===== src/hw/secure_island_params.svh =====
// Widths and depths of the island outbound path
// The crossing depth is a power of two, at least 2; the lane FIFO depth too
// The narrow port is half the wide data width
`ifndef SECURE_ISLAND_PARAMS_SVH
`define SECURE_ISLAND_PARAMS_SVH

`define SI_ADDR_W         32
`define SI_NARROW_DW      32
`define SI_WIDE_DW        64
`define SI_CDC_LOG_DEPTH  1
`define SI_RD_LANE_DEPTH  4

`define SI_CDC_DEPTH      (1 << `SI_CDC_LOG_DEPTH)
`define SI_CDC_PTR_W      (`SI_CDC_LOG_DEPTH + 1)

// Channel payloads, data above strobe and data above response
`define SI_AW_W           `SI_ADDR_W
`define SI_W_W            (`SI_WIDE_DW + `SI_WIDE_DW / 8)
`define SI_B_W            2
`define SI_AR_W           `SI_ADDR_W
`define SI_R_W            (`SI_WIDE_DW + 2)

`endif

===== src/hw/secure_island_pkg.sv =====
// Shared types of the island: AXI responses, crossing fill state, channel names
// Pointer helpers assume gray pointers one bit wider than the FIFO index
`include "secure_island_params.svh"

package secure_island_pkg;

   localparam int unsigned CdcPtrW = `SI_CDC_PTR_W;
   localparam logic [CdcPtrW-1:0] CdcFullMask = CdcPtrW'(3) << (CdcPtrW - 2);

   typedef enum logic [1:0] {
      RESP_OKAY   = 2'b00,
      RESP_EXOKAY = 2'b01,
      RESP_SLVERR = 2'b10,
      RESP_DECERR = 2'b11
   } axil_resp_e;

   typedef enum logic [1:0] {
      CDC_EMPTY,
      CDC_PARTIAL,
      CDC_FULL
   } cdc_fill_e;

   typedef enum logic [2:0] {
      CHAN_AW,
      CHAN_W,
      CHAN_B,
      CHAN_AR,
      CHAN_R
   } cdc_chan_e;

   function automatic int unsigned cdc_chan_width(cdc_chan_e chan);
      case (chan)
         CHAN_AW: return `SI_AW_W;
         CHAN_W:  return `SI_W_W;
         CHAN_B:  return `SI_B_W;
         CHAN_AR: return `SI_AR_W;
         default: return `SI_R_W;
      endcase
   endfunction

   // Full when only the top two gray bits differ
   function automatic cdc_fill_e cdc_fill_state(logic [CdcPtrW-1:0] wptr_g,
                                                logic [CdcPtrW-1:0] rptr_g);
      if (wptr_g == rptr_g) begin
         return CDC_EMPTY;
      end else if ((wptr_g ^ rptr_g) == CdcFullMask) begin
         return CDC_FULL;
      end
      return CDC_PARTIAL;
   endfunction

endpackage


===== src/hw/secure_island_wrap.sv =====
// Secure island outbound path: narrow AXI4-Lite in, async crossing out
// arst_n_i is synchronized here; AW and W must be offered together
// Each async channel carries 2 entries of storage and 2-bit gray pointers
`include "secure_island_params.svh"

module secure_island_wrap
   import secure_island_pkg::*;
(
   input  logic                              clk_i,
   input  logic                              arst_n_i,
   input  logic                              s_awvalid_i,
   output logic                              s_awready_o,
   input  logic [`SI_ADDR_W-1:0]             s_awaddr_i,
   input  logic                              s_wvalid_i,
   output logic                              s_wready_o,
   input  logic [`SI_NARROW_DW-1:0]          s_wdata_i,
   input  logic [`SI_NARROW_DW/8-1:0]        s_wstrb_i,
   output logic                              s_bvalid_o,
   input  logic                              s_bready_i,
   output axil_resp_e                        s_bresp_o,
   input  logic                              s_arvalid_i,
   output logic                              s_arready_o,
   input  logic [`SI_ADDR_W-1:0]             s_araddr_i,
   output logic                              s_rvalid_o,
   input  logic                              s_rready_i,
   output logic [`SI_NARROW_DW-1:0]          s_rdata_o,
   output axil_resp_e                        s_rresp_o,
   output logic [`SI_CDC_DEPTH*`SI_AW_W-1:0] async_aw_data_o,
   output logic [CdcPtrW-1:0]                async_aw_wptr_o,
   input  logic [CdcPtrW-1:0]                async_aw_rptr_i,
   output logic [`SI_CDC_DEPTH*`SI_W_W-1:0]  async_w_data_o,
   output logic [CdcPtrW-1:0]                async_w_wptr_o,
   input  logic [CdcPtrW-1:0]                async_w_rptr_i,
   input  logic [`SI_CDC_DEPTH*`SI_B_W-1:0]  async_b_data_i,
   input  logic [CdcPtrW-1:0]                async_b_wptr_i,
   output logic [CdcPtrW-1:0]                async_b_rptr_o,
   output logic [`SI_CDC_DEPTH*`SI_AR_W-1:0] async_ar_data_o,
   output logic [CdcPtrW-1:0]                async_ar_wptr_o,
   input  logic [CdcPtrW-1:0]                async_ar_rptr_i,
   input  logic [`SI_CDC_DEPTH*`SI_R_W-1:0]  async_r_data_i,
   input  logic [CdcPtrW-1:0]                async_r_wptr_i,
   output logic [CdcPtrW-1:0]                async_r_rptr_o,
   input  logic                              rng_en_i,
   output logic [3:0]                        rng_bits_o,
   output logic                              rng_valid_o
);

   logic                        rst_n;
   // Wide port between upsizer and crossing
   logic                        wide_awvalid, wide_awready, wide_wvalid, wide_wready;
   logic                        wide_bvalid, wide_bready, wide_arvalid, wide_arready;
   logic                        wide_rvalid, wide_rready;
   logic [`SI_ADDR_W-1:0]       wide_awaddr, wide_araddr;
   logic [`SI_WIDE_DW-1:0]      wide_wdata, wide_rdata;
   logic [`SI_WIDE_DW/8-1:0]    wide_wstrb;
   axil_resp_e                  wide_bresp, wide_rresp;

   rst_sync u_rst_sync (.clk_i, .arst_n_i, .rst_n_o(rst_n));

   axil_upsizer u_upsizer (
      .*, .rst_n_i(rst_n),
      .m_awvalid_o(wide_awvalid), .m_awready_i(wide_awready), .m_awaddr_o(wide_awaddr),
      .m_wvalid_o(wide_wvalid), .m_wready_i(wide_wready),
      .m_wdata_o(wide_wdata), .m_wstrb_o(wide_wstrb),
      .m_bvalid_i(wide_bvalid), .m_bready_o(wide_bready), .m_bresp_i(wide_bresp),
      .m_arvalid_o(wide_arvalid), .m_arready_i(wide_arready), .m_araddr_o(wide_araddr),
      .m_rvalid_i(wide_rvalid), .m_rready_o(wide_rready),
      .m_rdata_i(wide_rdata), .m_rresp_i(wide_rresp)
   );

   axil_cdc_src u_cdc (
      .*, .rst_n_i(rst_n),
      .s_awvalid_i(wide_awvalid), .s_awready_o(wide_awready), .s_awaddr_i(wide_awaddr),
      .s_wvalid_i(wide_wvalid), .s_wready_o(wide_wready),
      .s_wdata_i(wide_wdata), .s_wstrb_i(wide_wstrb),
      .s_bvalid_o(wide_bvalid), .s_bready_i(wide_bready), .s_bresp_o(wide_bresp),
      .s_arvalid_i(wide_arvalid), .s_arready_o(wide_arready), .s_araddr_i(wide_araddr),
      .s_rvalid_o(wide_rvalid), .s_rready_i(wide_rready),
      .s_rdata_o(wide_rdata), .s_rresp_o(wide_rresp)
   );

   entropy_rng u_rng (.*, .rst_n_i(rst_n));

endmodule


===== src/hw/entropy_rng.sv =====
// Entropy stand-in from four Galois LFSRs, not a true random source
// Streams step on each enabled cycle; the first valid nibble is bit 0 of
// each stream after its first step, one cycle after enable

module entropy_rng (
   input  logic       clk_i,
   input  logic       rst_n_i,
   input  logic       rng_en_i,
   output logic [3:0] rng_bits_o,
   output logic       rng_valid_o
);

   localparam int unsigned Streams = 4;
   localparam logic [15:0] Taps = 16'hB400;
   localparam logic [Streams-1:0][15:0] Seeds = {16'h5A55, 16'h7F3C, 16'h1D2B, 16'hACE1};

   logic [15:0] lfsr_q [Streams];
   logic        valid_q;

   for (genvar k = 0; k < Streams; k++) begin : g_stream
      always_ff @(posedge clk_i or negedge rst_n_i) begin
         if (!rst_n_i) begin
            lfsr_q[k] <= Seeds[k];
         end else if (rng_en_i) begin
            lfsr_q[k] <= (lfsr_q[k] >> 1) ^ (lfsr_q[k][0] ? Taps : 16'h0000);
         end
      end

      assign rng_bits_o[k] = lfsr_q[k][0];
   end

   always_ff @(posedge clk_i or negedge rst_n_i) begin
      if (!rst_n_i) begin
         valid_q <= 1'b0;
      end else begin
         valid_q <= rng_en_i;
      end
   end

   assign rng_valid_o = valid_q;

endmodule


===== src/hw/axil_cdc_src.sv =====
// Source side of a five-channel AXI4-Lite crossing
// AW, W and AR are produced here; B and R storage lives in the remote domain
// Payloads: W is {data, strb}, R is {data, resp}
`include "secure_island_params.svh"

module axil_cdc_src
   import secure_island_pkg::*;
(
   input  logic                              clk_i,
   input  logic                              rst_n_i,
   input  logic                              s_awvalid_i,
   output logic                              s_awready_o,
   input  logic [`SI_ADDR_W-1:0]             s_awaddr_i,
   input  logic                              s_wvalid_i,
   output logic                              s_wready_o,
   input  logic [`SI_WIDE_DW-1:0]            s_wdata_i,
   input  logic [`SI_WIDE_DW/8-1:0]          s_wstrb_i,
   output logic                              s_bvalid_o,
   input  logic                              s_bready_i,
   output axil_resp_e                        s_bresp_o,
   input  logic                              s_arvalid_i,
   output logic                              s_arready_o,
   input  logic [`SI_ADDR_W-1:0]             s_araddr_i,
   output logic                              s_rvalid_o,
   input  logic                              s_rready_i,
   output logic [`SI_WIDE_DW-1:0]            s_rdata_o,
   output axil_resp_e                        s_rresp_o,
   output logic [`SI_CDC_DEPTH*`SI_AW_W-1:0] async_aw_data_o,
   output logic [CdcPtrW-1:0]                async_aw_wptr_o,
   input  logic [CdcPtrW-1:0]                async_aw_rptr_i,
   output logic [`SI_CDC_DEPTH*`SI_W_W-1:0]  async_w_data_o,
   output logic [CdcPtrW-1:0]                async_w_wptr_o,
   input  logic [CdcPtrW-1:0]                async_w_rptr_i,
   input  logic [`SI_CDC_DEPTH*`SI_B_W-1:0]  async_b_data_i,
   input  logic [CdcPtrW-1:0]                async_b_wptr_i,
   output logic [CdcPtrW-1:0]                async_b_rptr_o,
   output logic [`SI_CDC_DEPTH*`SI_AR_W-1:0] async_ar_data_o,
   output logic [CdcPtrW-1:0]                async_ar_wptr_o,
   input  logic [CdcPtrW-1:0]                async_ar_rptr_i,
   input  logic [`SI_CDC_DEPTH*`SI_R_W-1:0]  async_r_data_i,
   input  logic [CdcPtrW-1:0]                async_r_wptr_i,
   output logic [CdcPtrW-1:0]                async_r_rptr_o
);

   logic [`SI_B_W-1:0] b_data;
   logic [`SI_R_W-1:0] r_data;

   assign s_bresp_o = axil_resp_e'(b_data);
   assign s_rdata_o = r_data[`SI_R_W-1:`SI_B_W];
   assign s_rresp_o = axil_resp_e'(r_data[`SI_B_W-1:0]);

   cdc_fifo_src_half #(.Width(cdc_chan_width(CHAN_AW))) u_aw (
      .clk_i, .rst_n_i,
      .valid_i(s_awvalid_i), .ready_o(s_awready_o), .data_i(s_awaddr_i),
      .async_data_o(async_aw_data_o), .async_wptr_o(async_aw_wptr_o),
      .async_rptr_i(async_aw_rptr_i)
   );

   cdc_fifo_src_half #(.Width(cdc_chan_width(CHAN_W))) u_w (
      .clk_i, .rst_n_i,
      .valid_i(s_wvalid_i), .ready_o(s_wready_o), .data_i({s_wdata_i, s_wstrb_i}),
      .async_data_o(async_w_data_o), .async_wptr_o(async_w_wptr_o),
      .async_rptr_i(async_w_rptr_i)
   );

   cdc_fifo_dst_half #(.Width(cdc_chan_width(CHAN_B))) u_b (
      .clk_i, .rst_n_i,
      .valid_o(s_bvalid_o), .ready_i(s_bready_i), .data_o(b_data),
      .async_data_i(async_b_data_i), .async_wptr_i(async_b_wptr_i),
      .async_rptr_o(async_b_rptr_o)
   );

   cdc_fifo_src_half #(.Width(cdc_chan_width(CHAN_AR))) u_ar (
      .clk_i, .rst_n_i,
      .valid_i(s_arvalid_i), .ready_o(s_arready_o), .data_i(s_araddr_i),
      .async_data_o(async_ar_data_o), .async_wptr_o(async_ar_wptr_o),
      .async_rptr_i(async_ar_rptr_i)
   );

   cdc_fifo_dst_half #(.Width(cdc_chan_width(CHAN_R))) u_r (
      .clk_i, .rst_n_i,
      .valid_o(s_rvalid_o), .ready_i(s_rready_i), .data_o(r_data),
      .async_data_i(async_r_data_i), .async_wptr_i(async_r_wptr_i),
      .async_rptr_o(async_r_rptr_o)
   );

endmodule


===== src/hw/cdc_fifo_dst_half.sv =====
// Read half of a gray-pointer async FIFO, reading storage held by the remote
// write half. Valid is registered, so an entry shows up a cycle after sync
`include "secure_island_params.svh"

module cdc_fifo_dst_half
   import secure_island_pkg::*;
#(
   parameter int unsigned Width = 32
) (
   input  logic                           clk_i,
   input  logic                           rst_n_i,
   output logic                           valid_o,
   input  logic                           ready_i,
   output logic [Width-1:0]               data_o,
   input  logic [`SI_CDC_DEPTH*Width-1:0] async_data_i,
   input  logic [CdcPtrW-1:0]             async_wptr_i,
   output logic [CdcPtrW-1:0]             async_rptr_o
);

   logic [CdcPtrW-1:0] rbin_q, rbin_d, rgray_q, rgray_d;
   logic [CdcPtrW-1:0] wptr_s1_q, wptr_s2_q;
   logic               pop, valid_q;

   assign pop     = valid_q & ready_i;
   assign rbin_d  = rbin_q + CdcPtrW'(pop);
   assign rgray_d = rbin_d ^ (rbin_d >> 1);
   assign data_o  = async_data_i[rbin_q[CdcPtrW-2:0]*Width +: Width];

   always_ff @(posedge clk_i or negedge rst_n_i) begin
      if (!rst_n_i) begin
         rbin_q    <= '0;
         rgray_q   <= '0;
         wptr_s1_q <= '0;
         wptr_s2_q <= '0;
         valid_q   <= 1'b0;
      end else begin
         rbin_q    <= rbin_d;
         rgray_q   <= rgray_d;
         wptr_s1_q <= async_wptr_i;
         wptr_s2_q <= wptr_s1_q;
         valid_q   <= (cdc_fill_state(wptr_s2_q, rgray_d) != CDC_EMPTY);
      end
   end

   assign valid_o      = valid_q;
   assign async_rptr_o = rgray_q;

endmodule


===== src/hw/cdc_fifo_src_half.sv =====
// Write half of a gray-pointer async FIFO; it owns the storage, which the
// remote half reads directly once the synchronized write pointer covers it
// Ready is registered and sees the remote read pointer two flops late
`include "secure_island_params.svh"

module cdc_fifo_src_half
   import secure_island_pkg::*;
#(
   parameter int unsigned Width = 32
) (
   input  logic                           clk_i,
   input  logic                           rst_n_i,
   input  logic                           valid_i,
   output logic                           ready_o,
   input  logic [Width-1:0]               data_i,
   output logic [`SI_CDC_DEPTH*Width-1:0] async_data_o,
   output logic [CdcPtrW-1:0]             async_wptr_o,
   input  logic [CdcPtrW-1:0]             async_rptr_i
);

   logic [`SI_CDC_DEPTH-1:0][Width-1:0] mem_q;
   logic [CdcPtrW-1:0] wbin_q, wbin_d, wgray_q, wgray_d;
   logic [CdcPtrW-1:0] rptr_s1_q, rptr_s2_q;
   logic               push, ready_q;

   assign push    = valid_i & ready_q;
   assign wbin_d  = wbin_q + CdcPtrW'(push);
   assign wgray_d = wbin_d ^ (wbin_d >> 1);

   always_ff @(posedge clk_i) begin
      if (push) begin
         mem_q[wbin_q[CdcPtrW-2:0]] <= data_i;
      end
   end

   always_ff @(posedge clk_i or negedge rst_n_i) begin
      if (!rst_n_i) begin
         wbin_q    <= '0;
         wgray_q   <= '0;
         rptr_s1_q <= '0;
         rptr_s2_q <= '0;
         ready_q   <= 1'b0;
      end else begin
         wbin_q    <= wbin_d;
         wgray_q   <= wgray_d;
         rptr_s1_q <= async_rptr_i;
         rptr_s2_q <= rptr_s1_q;
         // Stale read pointer only underestimates free space
         ready_q   <= (cdc_fill_state(wgray_d, rptr_s2_q) != CDC_FULL);
      end
   end

   assign ready_o      = ready_q;
   assign async_data_o = mem_q;
   assign async_wptr_o = wgray_q;

endmodule


===== src/hw/axil_upsizer.sv =====
// AXI4-Lite 32-to-64-bit upsizer, handshakes pass through with no added cycle
// AW and W are forwarded as a pair: a manager must raise both valids and
// hold them until both readies. Up to `SI_RD_LANE_DEPTH reads in flight
`include "secure_island_params.svh"

module axil_upsizer
   import secure_island_pkg::*;
(
   input  logic                         clk_i,
   input  logic                         rst_n_i,
   input  logic                         s_awvalid_i,
   output logic                         s_awready_o,
   input  logic [`SI_ADDR_W-1:0]        s_awaddr_i,
   input  logic                         s_wvalid_i,
   output logic                         s_wready_o,
   input  logic [`SI_NARROW_DW-1:0]     s_wdata_i,
   input  logic [`SI_NARROW_DW/8-1:0]   s_wstrb_i,
   output logic                         s_bvalid_o,
   input  logic                         s_bready_i,
   output axil_resp_e                   s_bresp_o,
   input  logic                         s_arvalid_i,
   output logic                         s_arready_o,
   input  logic [`SI_ADDR_W-1:0]        s_araddr_i,
   output logic                         s_rvalid_o,
   input  logic                         s_rready_i,
   output logic [`SI_NARROW_DW-1:0]     s_rdata_o,
   output axil_resp_e                   s_rresp_o,
   output logic                         m_awvalid_o,
   input  logic                         m_awready_i,
   output logic [`SI_ADDR_W-1:0]        m_awaddr_o,
   output logic                         m_wvalid_o,
   input  logic                         m_wready_i,
   output logic [`SI_WIDE_DW-1:0]       m_wdata_o,
   output logic [`SI_WIDE_DW/8-1:0]     m_wstrb_o,
   input  logic                         m_bvalid_i,
   output logic                         m_bready_o,
   input  axil_resp_e                   m_bresp_i,
   output logic                         m_arvalid_o,
   input  logic                         m_arready_i,
   output logic [`SI_ADDR_W-1:0]        m_araddr_o,
   input  logic                         m_rvalid_i,
   output logic                         m_rready_o,
   input  logic [`SI_WIDE_DW-1:0]       m_rdata_i,
   input  axil_resp_e                   m_rresp_i
);

   localparam int unsigned LaneDepth = `SI_RD_LANE_DEPTH;
   localparam int unsigned LanePtrW  = $clog2(LaneDepth);
   localparam int unsigned NarrowB   = `SI_NARROW_DW / 8;
   localparam int unsigned LaneBit   = $clog2(NarrowB);

   logic                 wr_both, wr_done, aw_ok, w_ok;
   logic                 aw_done_q, w_done_q;
   logic                 ar_push, r_pop, lane_full;
   logic                 lane_q [LaneDepth];
   logic [LanePtrW-1:0]  lane_wr_q, lane_rd_q;
   logic [LanePtrW:0]    lane_cnt_q;

   // Write pair fork, each side remembers if it already went
   assign wr_both     = s_awvalid_i & s_wvalid_i;
   assign aw_ok       = aw_done_q | m_awready_i;
   assign w_ok        = w_done_q | m_wready_i;
   assign wr_done     = wr_both & aw_ok & w_ok;
   assign m_awvalid_o = wr_both & ~aw_done_q;
   assign m_wvalid_o  = wr_both & ~w_done_q;
   assign s_awready_o = s_wvalid_i & aw_ok & w_ok;
   assign s_wready_o  = s_awvalid_i & aw_ok & w_ok;
   assign m_awaddr_o  = s_awaddr_i;
   assign m_wdata_o   = {2{s_wdata_i}};
   assign m_wstrb_o   = s_awaddr_i[LaneBit] ? {s_wstrb_i, {NarrowB{1'b0}}}
                                            : {{NarrowB{1'b0}}, s_wstrb_i};

   assign s_bvalid_o  = m_bvalid_i;
   assign m_bready_o  = s_bready_i;
   assign s_bresp_o   = m_bresp_i;

   assign lane_full   = (lane_cnt_q == LaneDepth);
   assign m_arvalid_o = s_arvalid_i & ~lane_full;
   assign s_arready_o = m_arready_i & ~lane_full;
   assign m_araddr_o  = s_araddr_i;
   assign ar_push     = s_arvalid_i & s_arready_o;

   assign s_rvalid_o  = m_rvalid_i;
   assign m_rready_o  = s_rready_i;
   assign r_pop       = m_rvalid_i & s_rready_i;
   assign s_rdata_o   = lane_q[lane_rd_q] ? m_rdata_i[`SI_WIDE_DW-1:`SI_NARROW_DW]
                                          : m_rdata_i[`SI_NARROW_DW-1:0];
   assign s_rresp_o   = m_rresp_i;

   always_ff @(posedge clk_i) begin
      if (ar_push) begin
         lane_q[lane_wr_q] <= s_araddr_i[LaneBit];
      end
   end

   always_ff @(posedge clk_i or negedge rst_n_i) begin
      if (!rst_n_i) begin
         aw_done_q  <= 1'b0;
         w_done_q   <= 1'b0;
         lane_wr_q  <= '0;
         lane_rd_q  <= '0;
         lane_cnt_q <= '0;
      end else begin
         if (wr_done) begin
            aw_done_q <= 1'b0;
            w_done_q  <= 1'b0;
         end else begin
            aw_done_q <= aw_done_q | (m_awvalid_o & m_awready_i);
            w_done_q  <= w_done_q | (m_wvalid_o & m_wready_i);
         end
         lane_wr_q  <= lane_wr_q + LanePtrW'(ar_push);
         lane_rd_q  <= lane_rd_q + LanePtrW'(r_pop);
         lane_cnt_q <= lane_cnt_q + (LanePtrW + 1)'(ar_push) - (LanePtrW + 1)'(r_pop);
      end
   end

endmodule


===== src/hw/rst_sync.sv =====
// Reset synchronizer: asserts at once, releases on the second clk_i edge
// after arst_n_i rises

module rst_sync (
   input  logic clk_i,
   input  logic arst_n_i,
   output logic rst_n_o
);

   logic [1:0] sync_q;

   always_ff @(posedge clk_i or negedge arst_n_i) begin
      if (!arst_n_i) begin
         sync_q <= 2'b00;
      end else begin
         sync_q <= {sync_q[0], 1'b1};
      end
   end

   assign rst_n_o = sync_q[1];

endmodule


===== config.mk =====
export PLATFORM = sky130hd
export DESIGN_NAME = secure_island_wrap
export DESIGN_NICKNAME = d
export VERILOG_FILES = /design/src/hw/secure_island_pkg.sv /design/src/hw/secure_island_wrap.sv /design/src/hw/entropy_rng.sv /design/src/hw/axil_cdc_src.sv /design/src/hw/cdc_fifo_dst_half.sv /design/src/hw/cdc_fifo_src_half.sv /design/src/hw/axil_upsizer.sv /design/src/hw/rst_sync.sv
export VERILOG_INCLUDE_DIRS = /design/src /design/src/hw
export SDC_FILE = /design/constraint.sdc
export NUM_CORES = 1
export LEC_CHECK = 0
export ABC_AREA = 1
export BUFFER_PORTS_ARGS = -buffer_cell sky130_fd_sc_hd__buf_2
export CAP_MARGIN = 20
export CORE_AREA = 2 2 223 225
export DETAILED_ROUTE_END_ITERATION = 10
export DIE_AREA = 0 0 225 227
export PLACE_DENSITY = 0.56
export SYNTH_ARGS = -nofsm -noshare
export SYNTH_HDL_FRONTEND = slang
export SYNTH_SLANG_ARGS = --single-unit

===== constraint.sdc =====
create_clock -name clk_i -period 8.8 [get_ports clk_i]
set_clock_uncertainty 0.1 [all_clocks]
set_input_delay 1.32 -clock clk_i [delete_from_list [all_inputs] [get_ports clk_i]]
set_output_delay 1.32 -clock clk_i [all_outputs]
set_load 0.02 [all_outputs]

==> results of run 1 <==
==> area by class of cell <==
cell class,count,area (µm²),share of cell area
sequential,328,9320,0.547
timing repair buffer,592,3000,0.176
multi-input combinational,545,2510,0.148
clock buffer,47,983,0.0578
tap,622,778,0.0457
inverter,55,206,0.0121
clock inverter,19,200,0.0118
antenna,6,15.0,0.000882
==> power breakdown <==
part / internal [mW] / total, mW / leakage [nW] / switching, mW
clock: 0.908 / 1.49 / 0.576 / 0.579
combinational: 0.526 / 1.67 / 3.98 / 1.14
sequential: 2.01 / 2.16 / 3.29 / 0.144
==> cells by family after synthesis <==
kind of cell	count (synthesis)
muxes	2
AOI/OAI and AO/OA	87
other	1
adders and majority gates	13
buffers and inverters	167
DFF	328
and+or+nand+nor	426
xor gates and xnor gates	16
==> layout by cell type (no fill, tap or decap), types with 4 or more instances in the layout <==
cell type	n
edfxtp_1	212
bufinv_16	4
or2_2	30
xnor2_1	13
nand2_1	348
nor3_1	4
buf_2	581
diode_2	6
ha_1	10
clkinv_1	7
buf_4	10
dfrtp_1	79
clkbuf_16	37
nand3_1	28
clkbuf_1	8
inv_1	55
dfstp_2	35
nor2_1	9
o21ai_0	81
clkinv_2	4
o21ai_1	5
==> critical path, cell delays in order, from the launching register on <==
cell     delay (ns)
dfrtp_1        0.38
inv_1          0.07
nand2_1        0.06
nand3_1        0.07
nand2_2        0.07
buf_4          0.47
nand2_1        0.23
o21ai_0        0.13
buf_2          0.19
==> state kept, by name, indices dropped and copies added, names as in the netlist, 3 cells and up <==
signal                   flops
u_cdc.u_w.async_data_o      80
u_cdc.u_aw.async_data_o     64
u_cdc.u_ar.async_data_o     64
u_upsizer.lane_q             4
u_rng.rng_bits_o             4
u_upsizer.lane_cnt_q         3
u_rng.lfsr_q                60
==> stage by stage <==
step,area [µm²],power (mW)
finish,17000,5.31
global route,17000,5.64
CTS,17000,5.38
detailed placement,15800,3.86
global placement,15800,3.83
floorplan,12800,3.36
==> routing by layer <==
layer / track usage / wire length [µm] / up-vias
met3: 0.0574 / 3810 / 78
met2: 0.216 / 17900 / 326
met4: 0.0560 / 1050 / 16
met5: 0 / 95 / -
li1: - / - / 4390
met1: 0.164 / 14400 / 4287
==> how the worst min path moves through the flow <==
stage | cells after the start | to | slack, ns
after CTS | 0 | u_cdc.u_ar.rptr_s1_q[1] | 0.20
after floorplan | 0 | u_cdc.u_ar.rptr_s2_q[0] | 0.23
after global routing | 0 | u_cdc.u_ar.rptr_s1_q[1] | 0.23
after detailed placement | 0 | u_cdc.u_ar.rptr_s1_q[1] | 0.20
final | 0 | u_cdc.u_ar.rptr_s1_q[1] | 0.17
after global placement | 0 | u_cdc.u_ar.rptr_s1_q[0] | 0.19
==> summary.md, run 1 <==
| Metric | Value |
|---|---|
| Seq/Total Area, Yosys | 0.726 |
| Synth top area cells | edfxtp_1 50%, dfrtp_1 16%, nand2_1 10% |
| Setup crit end kind | output pin |
| Warnings from Yosys | 0 |
| # Max-Cap Violations | 0 |
| Hold WS | about 0.17 ns |
| CP Class | flip-flop to output pin |
| Worst skew pair latency | approximately 0.52 ns |
| Status | finished, final reports clean |
| Place WS | 5.10 ns |
| Core box area | between 40000 and 50000 µm² |
| Vias in the first global route | approximately 8500 |
| DRT Pass-1 Iters | 5 |
| Clock-pin slew on the worst setup and hold paths | roughly 0.060 ns |
| Routed vias/inst | between 4 and 5 |
| Synth top cells by count | 348 x nand2_1, 212 x edfxtp_1, 81 x dfrtp_1, 81 x o21ai_0, 80 x buf_4 |
| DRT Wirelength | 37300 µm |
| Synth Area in Adders | 0.0133 |
| Top-count cell post-synth | nand2_1 |
| Cell area after synthesis | 12800 µm² |
| Resize count post-CTS | 0 |
| Syn nets | 1307 |
| Mux cell area share after synthesis | 0.00175 |
| Fin util | 0.351 |
| Rows | 81 |
| Final net count | approximately 1800 |
| Dpl cells | 2141 |
| Clock Tree Buf Depth | 3 |
| Post-synthesis async set-or-reset flop share | 0.354 |
| Ys flop type | edfxtp_1 |
| R2R cell count | 2 |
| Global-route wire length before repair | 51800 µm |
| Via count | 9097 |
| Setup crit end | s_rdata_o[4] |
| CTS root buffer | clkbuf_16 |
| Setup violators final | 0 |
| Final TNS setup | 0 ns |
| Minimum clock period | 3.66 ns |
| IO Count | between 500 and 600 |
| Reg2Reg Launch Point | u_upsizer.w_done_q |
| Lkg Pwr | 7.85 nW |
| Residual DRC | 0 |
| Initial Utilization | 0.264 |
| Worst hold path type | flip-flop to asynchronous set/reset pin |
| Worst Setup SP | u_upsizer.lane_rd_q[0] |
| Flops & latches, synth | about 330 |
| Count of cell types in the netlist | 26 |
| Post-CTS Setup Bufs | 0 |
| Fin. max-slew vios | 0 |
| Max Clock Freq | 273 MHz |
| Input/output buffers | between 500 and 600 |
| Post-DP HPWL | 29200 µm |
| H-tree depth | 2 |
| Global route overflow | 0 |
| Clock sink total | 328 |
| Xor/xnor cell area share of the yosys netlist | 0.0109 |
| Largest family of logic cells by synthesized area | simple AND/OR/NAND/NOR gates |
| Global placement routability congestion | 0.784 |
| DIE AREA | 51100 µm² |
| Post-synth EDFFs | 212 |
| GRT Total Usage | 0.136 |
| Worst slew margin | 0.338 |
| Worst slew pin tran | ~0.99 ns |
| FF-to-FF setup slack | 6.60 ns |
| Final hold violation count | 0 |
| Hold Buf Count CTS | 0 |
| Layout cells sized above 1 | 0.451 |
| Mean Syn Cell Area | between 10 and 15 µm² |
| Arr. time, crit path | 2.24 ns |
| Initial antenna violation count | 21 |
| Synth area leader | edfxtp_1 |
| Antenna-violating nets left | 0 |
| Power density over cell area | 312 nW/µm² |
| Fill count | slightly below 5000 |
| Largest net degree at the start of global routing | 82 |
| Compound-Gate Fraction of Synth Area | 0.0341 |
| Die H | 227 µm |
| Synth Area in Simple Gates | 0.135 |
| Max VDD drop | 0.160 mV |
| Post-synth top area share | 0.496 |
| RSZ-0062 raised after global routing | false |
| Req. time, crit path | approximately 7.4 ns |
| Final WS setup | around 5 ns |
| Final Non-Filler Cells | 2214 |
| CTS Buf Count | 36 |
| CTS tree | done |
| Avg WL per Cell | between 15 and 20 µm |
| Die X | approximately 230 µm |
| Tcrit/Tclk final | 0.416 |
| Max FO, Critical Path | 64 |
| Mapped Cells | 1040 |
| Drt initial violations | 490 |
| Crit start category | flip-flop |
| Layout area overhead | 32.6% |
| Reg-to-reg endpoint | u_cdc.u_w.async_data_o[51] |
(Power assumes the default switching activity.)
==> run 2, diff against run 1 <==
- CORE_AREA: 2 2 223 225 -> 2 2 226 228
- DIE_AREA: 0 0 225 227 -> 0 0 228 230
- PLACE_DENSITY: 0.56 -> 0.55
- clock period: 8.8 -> 3.45 ns (I/O delays scaled with it)
==> summary.md, run 2 (synthesized netlist as in run 1, its figures left out) <==
| Metric | Value |
|---|---|
| Status | finished, final reports clean |
| Residual DRC | 0 |
| CP Cell Sequence | inv_1 > buf_4 > nand2_1 > nand2_1 > nand2_1 > o21ai_0 > buf_2 |
| Worst skew pair latency | 0.54 ns |
| Final TNS setup | 0 ns |
| Avg WL per Cell | 16.7 µm |
| Switching power | around 4.7 mW |
| Clock share of power | 0.267 |
| GR peak layer | met2 |
| Place WS | 0.892 ns |
| Core box area | 49900 µm² |
| Resize count post-CTS | 0 |
| Fin. max-slew vios | 0 |
| Input/output buffers | 581 |
| # Max-Cap Violations | 0 |
| Most frequent cells in the layout | 581 x buf_2, 348 x nand2_1, 212 x edfxtp_1 |
| Via count | 9246 |
| Post-DP HPWL | 29800 µm |
| Max FO, Critical Path | 66 |
| Worst path slowest cell | buf_4 |
| Die H | 230 µm |
| Hold Buf Count CTS | 11 |
| Final net count | 1838 |
| Initial antenna violation count | 25 |
| Clock sink total | 328 |
| Met2 GRT Util | 0.230 |
| Tcrit/Tclk final | 0.818 |
| CP bufs+invs | 3 |
| Final WS setup | 0.629 ns |
| CTS Buf Count | 36 |
| Global-route wire length before repair | 54800 µm |
| Initial Utilization | 0.257 |
| Crit start category | flip-flop |
| R2R cell count | 8 |
| Internal power | 8.56 mW |
| Family with the most delay on the worst path | buffers and inverters |
| Dpl cells | approximately 2200 |
| Total power | around 13 mW |
| Largest net degree at the start of global routing | a little under 70 |
| DIE AREA | roughly 52000 µm² |
| CP max stage delay | approximately 0.48 ns |
| Lkg Pwr | slightly below 8 nW |
| H-tree depth | 2 |
| Commonest non-fill, non-tap cell in the layout | buf_2 |
| Max VDD drop | 0.367 mV |
| Minimum clock period | 2.82 ns |
| Global route overflow | 0 |
| Antenna-violating nets left | 0 |
| CTS tree | done |
| GRT Total Usage | 0.139 |
| Clock Tree Buf Depth | 3 |
| Die X | 228 µm |
| Power density over cell area | 776 nW/µm² |
| Req. time, crit path | 2.83 ns |
| Worst slew margin | 0.427 |
| Rows | 82 |
| Layout cells sized above 1 | 0.447 |
| Fill count | 5011 |
| Comb power frac | 0.318 |
| GRT met3 Usage | 0.0646 |
| RSZ-0062 raised after global routing | false |
| Max Clock Freq | roughly 350 MHz |
| DRT Pass-1 Iters | 5 |
| Flip-flop count of the largest register after layout | 80 |
| Final Non-Filler Cells | 2278 |
| Post-CTS Setup Bufs | 0 |
| FF-to-FF setup slack | 1.24 ns |
| Final hold violation count | 0 |
| Worst hold path type | input pin to flip-flop |
| Routed vias/inst | slightly above 4 |
| Setup crit end kind | output pin |
| Layout area overhead | 33.6% |
| Logic depth of the worst setup path including buffers | 7 |
| GR Util met1 | 0.153 |
| Setup violators final | 0 |
| Setup crit end | s_rdata_o[21] |
| IO Count | between 500 and 600 |
| Clock-pin slew on the worst setup and hold paths | 0.07 ns |
| DRT Wirelength | 38100 µm |
| Sw Share | 0.357 |
| CTS root buffer | clkbuf_16 |
| Arr. time, crit path | 2.20 ns |
| Reg2Reg Launch Point | u_upsizer.lane_cnt_q[1] |
| Sequential power share | 0.415 |
| Drt initial violations | roughly 640 |
| Worst slew pin tran | 0.859 ns |
| CP most frequent cell | nand2_1 |
| Global placement routability congestion | 0.906 |
| Reg-to-reg endpoint | u_upsizer.lane_cnt_q[2] |
| Vias in the first global route | between 8000 and 9000 |
| Worst Setup SP | u_cdc.u_r.rbin_q[0] |
| CP Class | flip-flop to output pin |
-- run 2: power by group through the flow --
stage | clock network [mW] | registers [mW] | logic, mW
2_1_floorplan | 0 | 5.94 | 2.64
3_3_place_gp | 0 | 5.58 | 4.14
3_5_place_dp | 0 | 5.60 | 4.21
4_1_cts | 3.68 | 5.54 | 4.23
5_1_grt | 3.84 | 5.62 | 4.67
6_report | 3.55 | 5.52 | 4.23
-- run 2: how the worst min path moves through the flow --
| stage | slack (ns) | cells after the start | end | start |
|---|---|---|---|---|
| 3_3_place_gp | 0.20 | 1 | u_rst_sync.sync_q[0] | arst_n_i |
| 4_1_cts | 0.03 | 1 | u_cdc.u_w.async_data_o[140] | s_wdata_i[28] |
| 2_1_floorplan | 0.12 | 0 | u_rst_sync.sync_q[0] | arst_n_i |
| 3_5_place_dp | 0.20 | 1 | u_rst_sync.sync_q[0] | arst_n_i |
| 5_1_grt | 0.03 | 1 | u_cdc.u_w.async_data_o[134] | s_wdata_i[22] |
| 6_report | 0.07 | 1 | u_cdc.u_w.async_data_o[44] | s_wdata_i[4] |
-- run 2: worst reg2reg max path, cell delays in order (launching register included) --
cell	delay, ns
dfrtp_1	0.39
nor2_1	0.09
nand2_1	0.06
nand3_1	0.27
ha_1	0.40
inv_1	0.04
ha_1	0.18
fa_1	0.38
xor2_1	0.17
-- run 2: cell type report --
class                      instances  area (µm²)  area share
tap                              672         841      0.0491
timing repair buffer             605        3150       0.184
clock inverter                    18         129     0.00752
antenna                            9        22.5     0.00131
inverter                          55         206      0.0120
sequential                       328        9320       0.544
multi-input combinational        545        2510       0.147
clock buffer                      46         958      0.0559
-- run 2: routing by layer --
metal,up-vias,wire (µm)
met2,347,18500
met5,-,92
met1,4353,14100
li1,4426,-
met4,16,1470
met3,104,3890
-- run 2: through the flow --
stage / cell area (µm²) / util / hold WS (ns)
floorplan: 12800 / - / 0.122
global placement: 15900 / 0.319 / 0.203
detailed placement: 15900 / 0.319 / 0.205
CTS: 17100 / 0.343 / 0.0259
global route: 17100 / 0.344 / 0.0271
finish: 17100 / 0.344 / 0.0700
==> run 3, diff against run 2 <==
- clock period: 3.45 -> 2.6 ns (I/O delays scaled with it)
==> summary.md, run 3 (synthesized netlist as in run 1, its figures left out) <==
| Metric | Value |
|---|---|
| Layout cells sized above 1 | 0.432 |
| CP most frequent cell | o21ai_0 |
| Vias in the first global route | 9532 |
| CTS Buf Count | 38 |
| DRT Wirelength | 39900 µm |
| Flip-flop count of the largest register after layout | 80 |
| Max Clock Freq | 408 MHz |
| Clock sink total | 328 |
| Worst slew margin | 0.614 |
| Hold depth | 3 |
| GRT Total Usage | 0.145 |
| RSZ-0062 raised after global routing | false |
| Worst skew pair latency | 0.56 ns |
| Footprint of the multi-input gates | 2540 µm² |
| Die H | roughly 230 µm |
| Input/output buffers | 581 |
| Lkg Pwr | 8.39 nW |
| Minimum clock period | 2.45 ns |
| Fill count | 4971 |
| Power density over cell area | 1010 nW/µm² |
| Reg2Reg Launch Point | u_upsizer.lane_cnt_q[1] |
| Core box area | 49900 µm² |
| Max FO, Critical Path | 22 |
| Final TNS setup | 0 ns |
| H-tree depth | 2 |
| Worst path slowest cell | dfrtp_1 |
| # Max-Cap Violations | 0 |
| R2R cell count | 8 |
| Layout area overhead | 42.8% |
| Rows | 82 |
| Commonest non-fill, non-tap cell in the layout | buf_2 |
| Setup violators final | 0 |
| Avg WL per Cell | 16.8 µm |
| Global-route wire length before repair | 57800 µm |
| FF-to-FF setup slack | 0.56 ns |
| Most frequent cells in the layout | 581 x buf_2, 348 x nand2_1, 212 x edfxtp_1 |
| Status | finished, final reports clean |
| Via count | 9687 |
| Req. time, crit path | 2.11 ns |
| Routed vias/inst | 4.07 |
| Final Non-Filler Cells | 2380 |
| Initial antenna violation count | 12 |
| Clock Tree Buf Depth | 3 |
| Die X | 228 µm |
| Clock-pin slew on the worst setup and hold paths | 0.06 ns |
| Initial Utilization | 0.257 |
| Worst slew pin tran | 0.578 ns |
| Worst hold path type | input pin to flip-flop |
| Antenna-violating nets left | 0 |
| Global placement routability congestion | 0.921 |
| Residual DRC | 0 |
| Tcrit/Tclk final | 0.942 |
| Setup crit end kind | output pin |
| IO Count | 582 |
| Final net count | 1939 |
| Dpl cells | 2196 |
| Fin. max-slew vios | 0 |
| CP Class | flip-flop to output pin |
| CP Cell Sequence | buf_4 > or2_2 > o21ai_0 > o21ai_0 > buf_2 |
| Reg-to-reg endpoint | u_upsizer.lane_cnt_q[2] |
| Worst Hold Launch | s_wstrb_i[3] |
| Hold Path Sink | u_cdc.u_w.async_data_o[79] |
| Crit start category | flip-flop |
| Max VDD drop | 0.591 mV |
| CP max stage delay | approximately 0.42 ns |
| Global route overflow | 0 |
| Post-DP HPWL | 30400 µm |
| Largest net degree at the start of global routing | 67 |
| DRT Pass-1 Iters | 5 |
| DIE AREA | between 50000 and 60000 µm² |
| Drt initial violations | approximately 560 |
| CTS tree | done |
| FF/Latch Area | between 9000 and 10000 µm² |
| Final hold violation count | 0 |
| CTS root buffer | clkbuf_16 |
| Arr. time, crit path | just under 2 ns |
[run 3: cell count changes in the layout (fill, tap and decap cells not counted), moves of 2 or more]
cell,previous run,this run
dlygate4sd3_1,11,105
clkinv_2,5,12
clkinv_1,7,2
buf_12,3,7
clkbuf_1,8,5
clkbuf_16,36,39
diode_2,9,6
buf_4,10,8
inv_8,0,2
nand3_1,28,26
nand3_2,0,2
[run 3: metrics by stage]
step                      cell area [µm²]  hold slack [ns]  setup slack, ns  total power, mW  utilization
after global placement              16000           0.0755            0.540             13.1        0.321
after floorplan                     12800         -0.00559            0.199             11.4            -
after CTS                           18300          0.00172           0.0487             18.6        0.366
final                               18300           0.0399            0.150             18.5        0.368
after detailed placement            16000           0.0777            0.458             13.2        0.321
after global routing                18300           0.0246           0.0164             19.6        0.368
[run 3: area by class of cell]
type                       count  area share
clock buffer                  46      0.0551
multi-input combinational    546       0.138
antenna                        6    0.000819
tap                          672      0.0459
clock inverter                24      0.0115
timing repair buffer         703       0.229
inverter                      55      0.0113
sequential                   328       0.508
[run 3: critical path: cells and delay by family (launching register included)]
family                 cells  cell delay (ns)
buffers and inverters      2             0.40
AOI/OAI and AO/OA          2             0.31
DFF                        1             0.42
and+or+nand+nor            1             0.30
[run 3: worst max path at each step]
stage,depth (start not counted),to,slack [ns],startpoint
global placement,5,u_cdc.u_aw.async_data_o[38],0.54,s_awvalid_i
finish,5,s_rdata_o[21],0.15,u_cdc.u_r.rbin_q[0]
detailed placement,5,u_cdc.u_aw.async_data_o[38],0.46,s_awvalid_i
CTS,5,s_rdata_o[13],0.05,u_cdc.u_r.rbin_q[0]
global route,5,s_rdata_o[7],0.02,u_cdc.u_r.rbin_q[0]
floorplan,8,u_cdc.u_aw.ready_o,0.20,s_awvalid_i
[run 3: repair_timing]
action | CTS | global route
endpoints found under the setup margin | 2 | 25
resized for setup | 1 | 3
pin swaps | 0 | 1
buffers inserted | 0 | 1
gates cloned | 0 | 2
hold endpoints to repair | 200 | 0
hold buffers | 105 | 0
[run 3: report_power, final]
part           leakage (nW)  internal [mW]  switching, mW
Sequential             3.29           6.81          0.490
Combinational          4.49           2.05           4.04
Clock                 0.607           2.94           2.18
Total                  8.39           11.8           6.71
[run 3: per-layer routing]
metal	track usage	routed length [µm]
met1	0.167	15200
met2	0.254	20600
met4	0.0672	1540
met3	0.0366	2600
met5	0	46
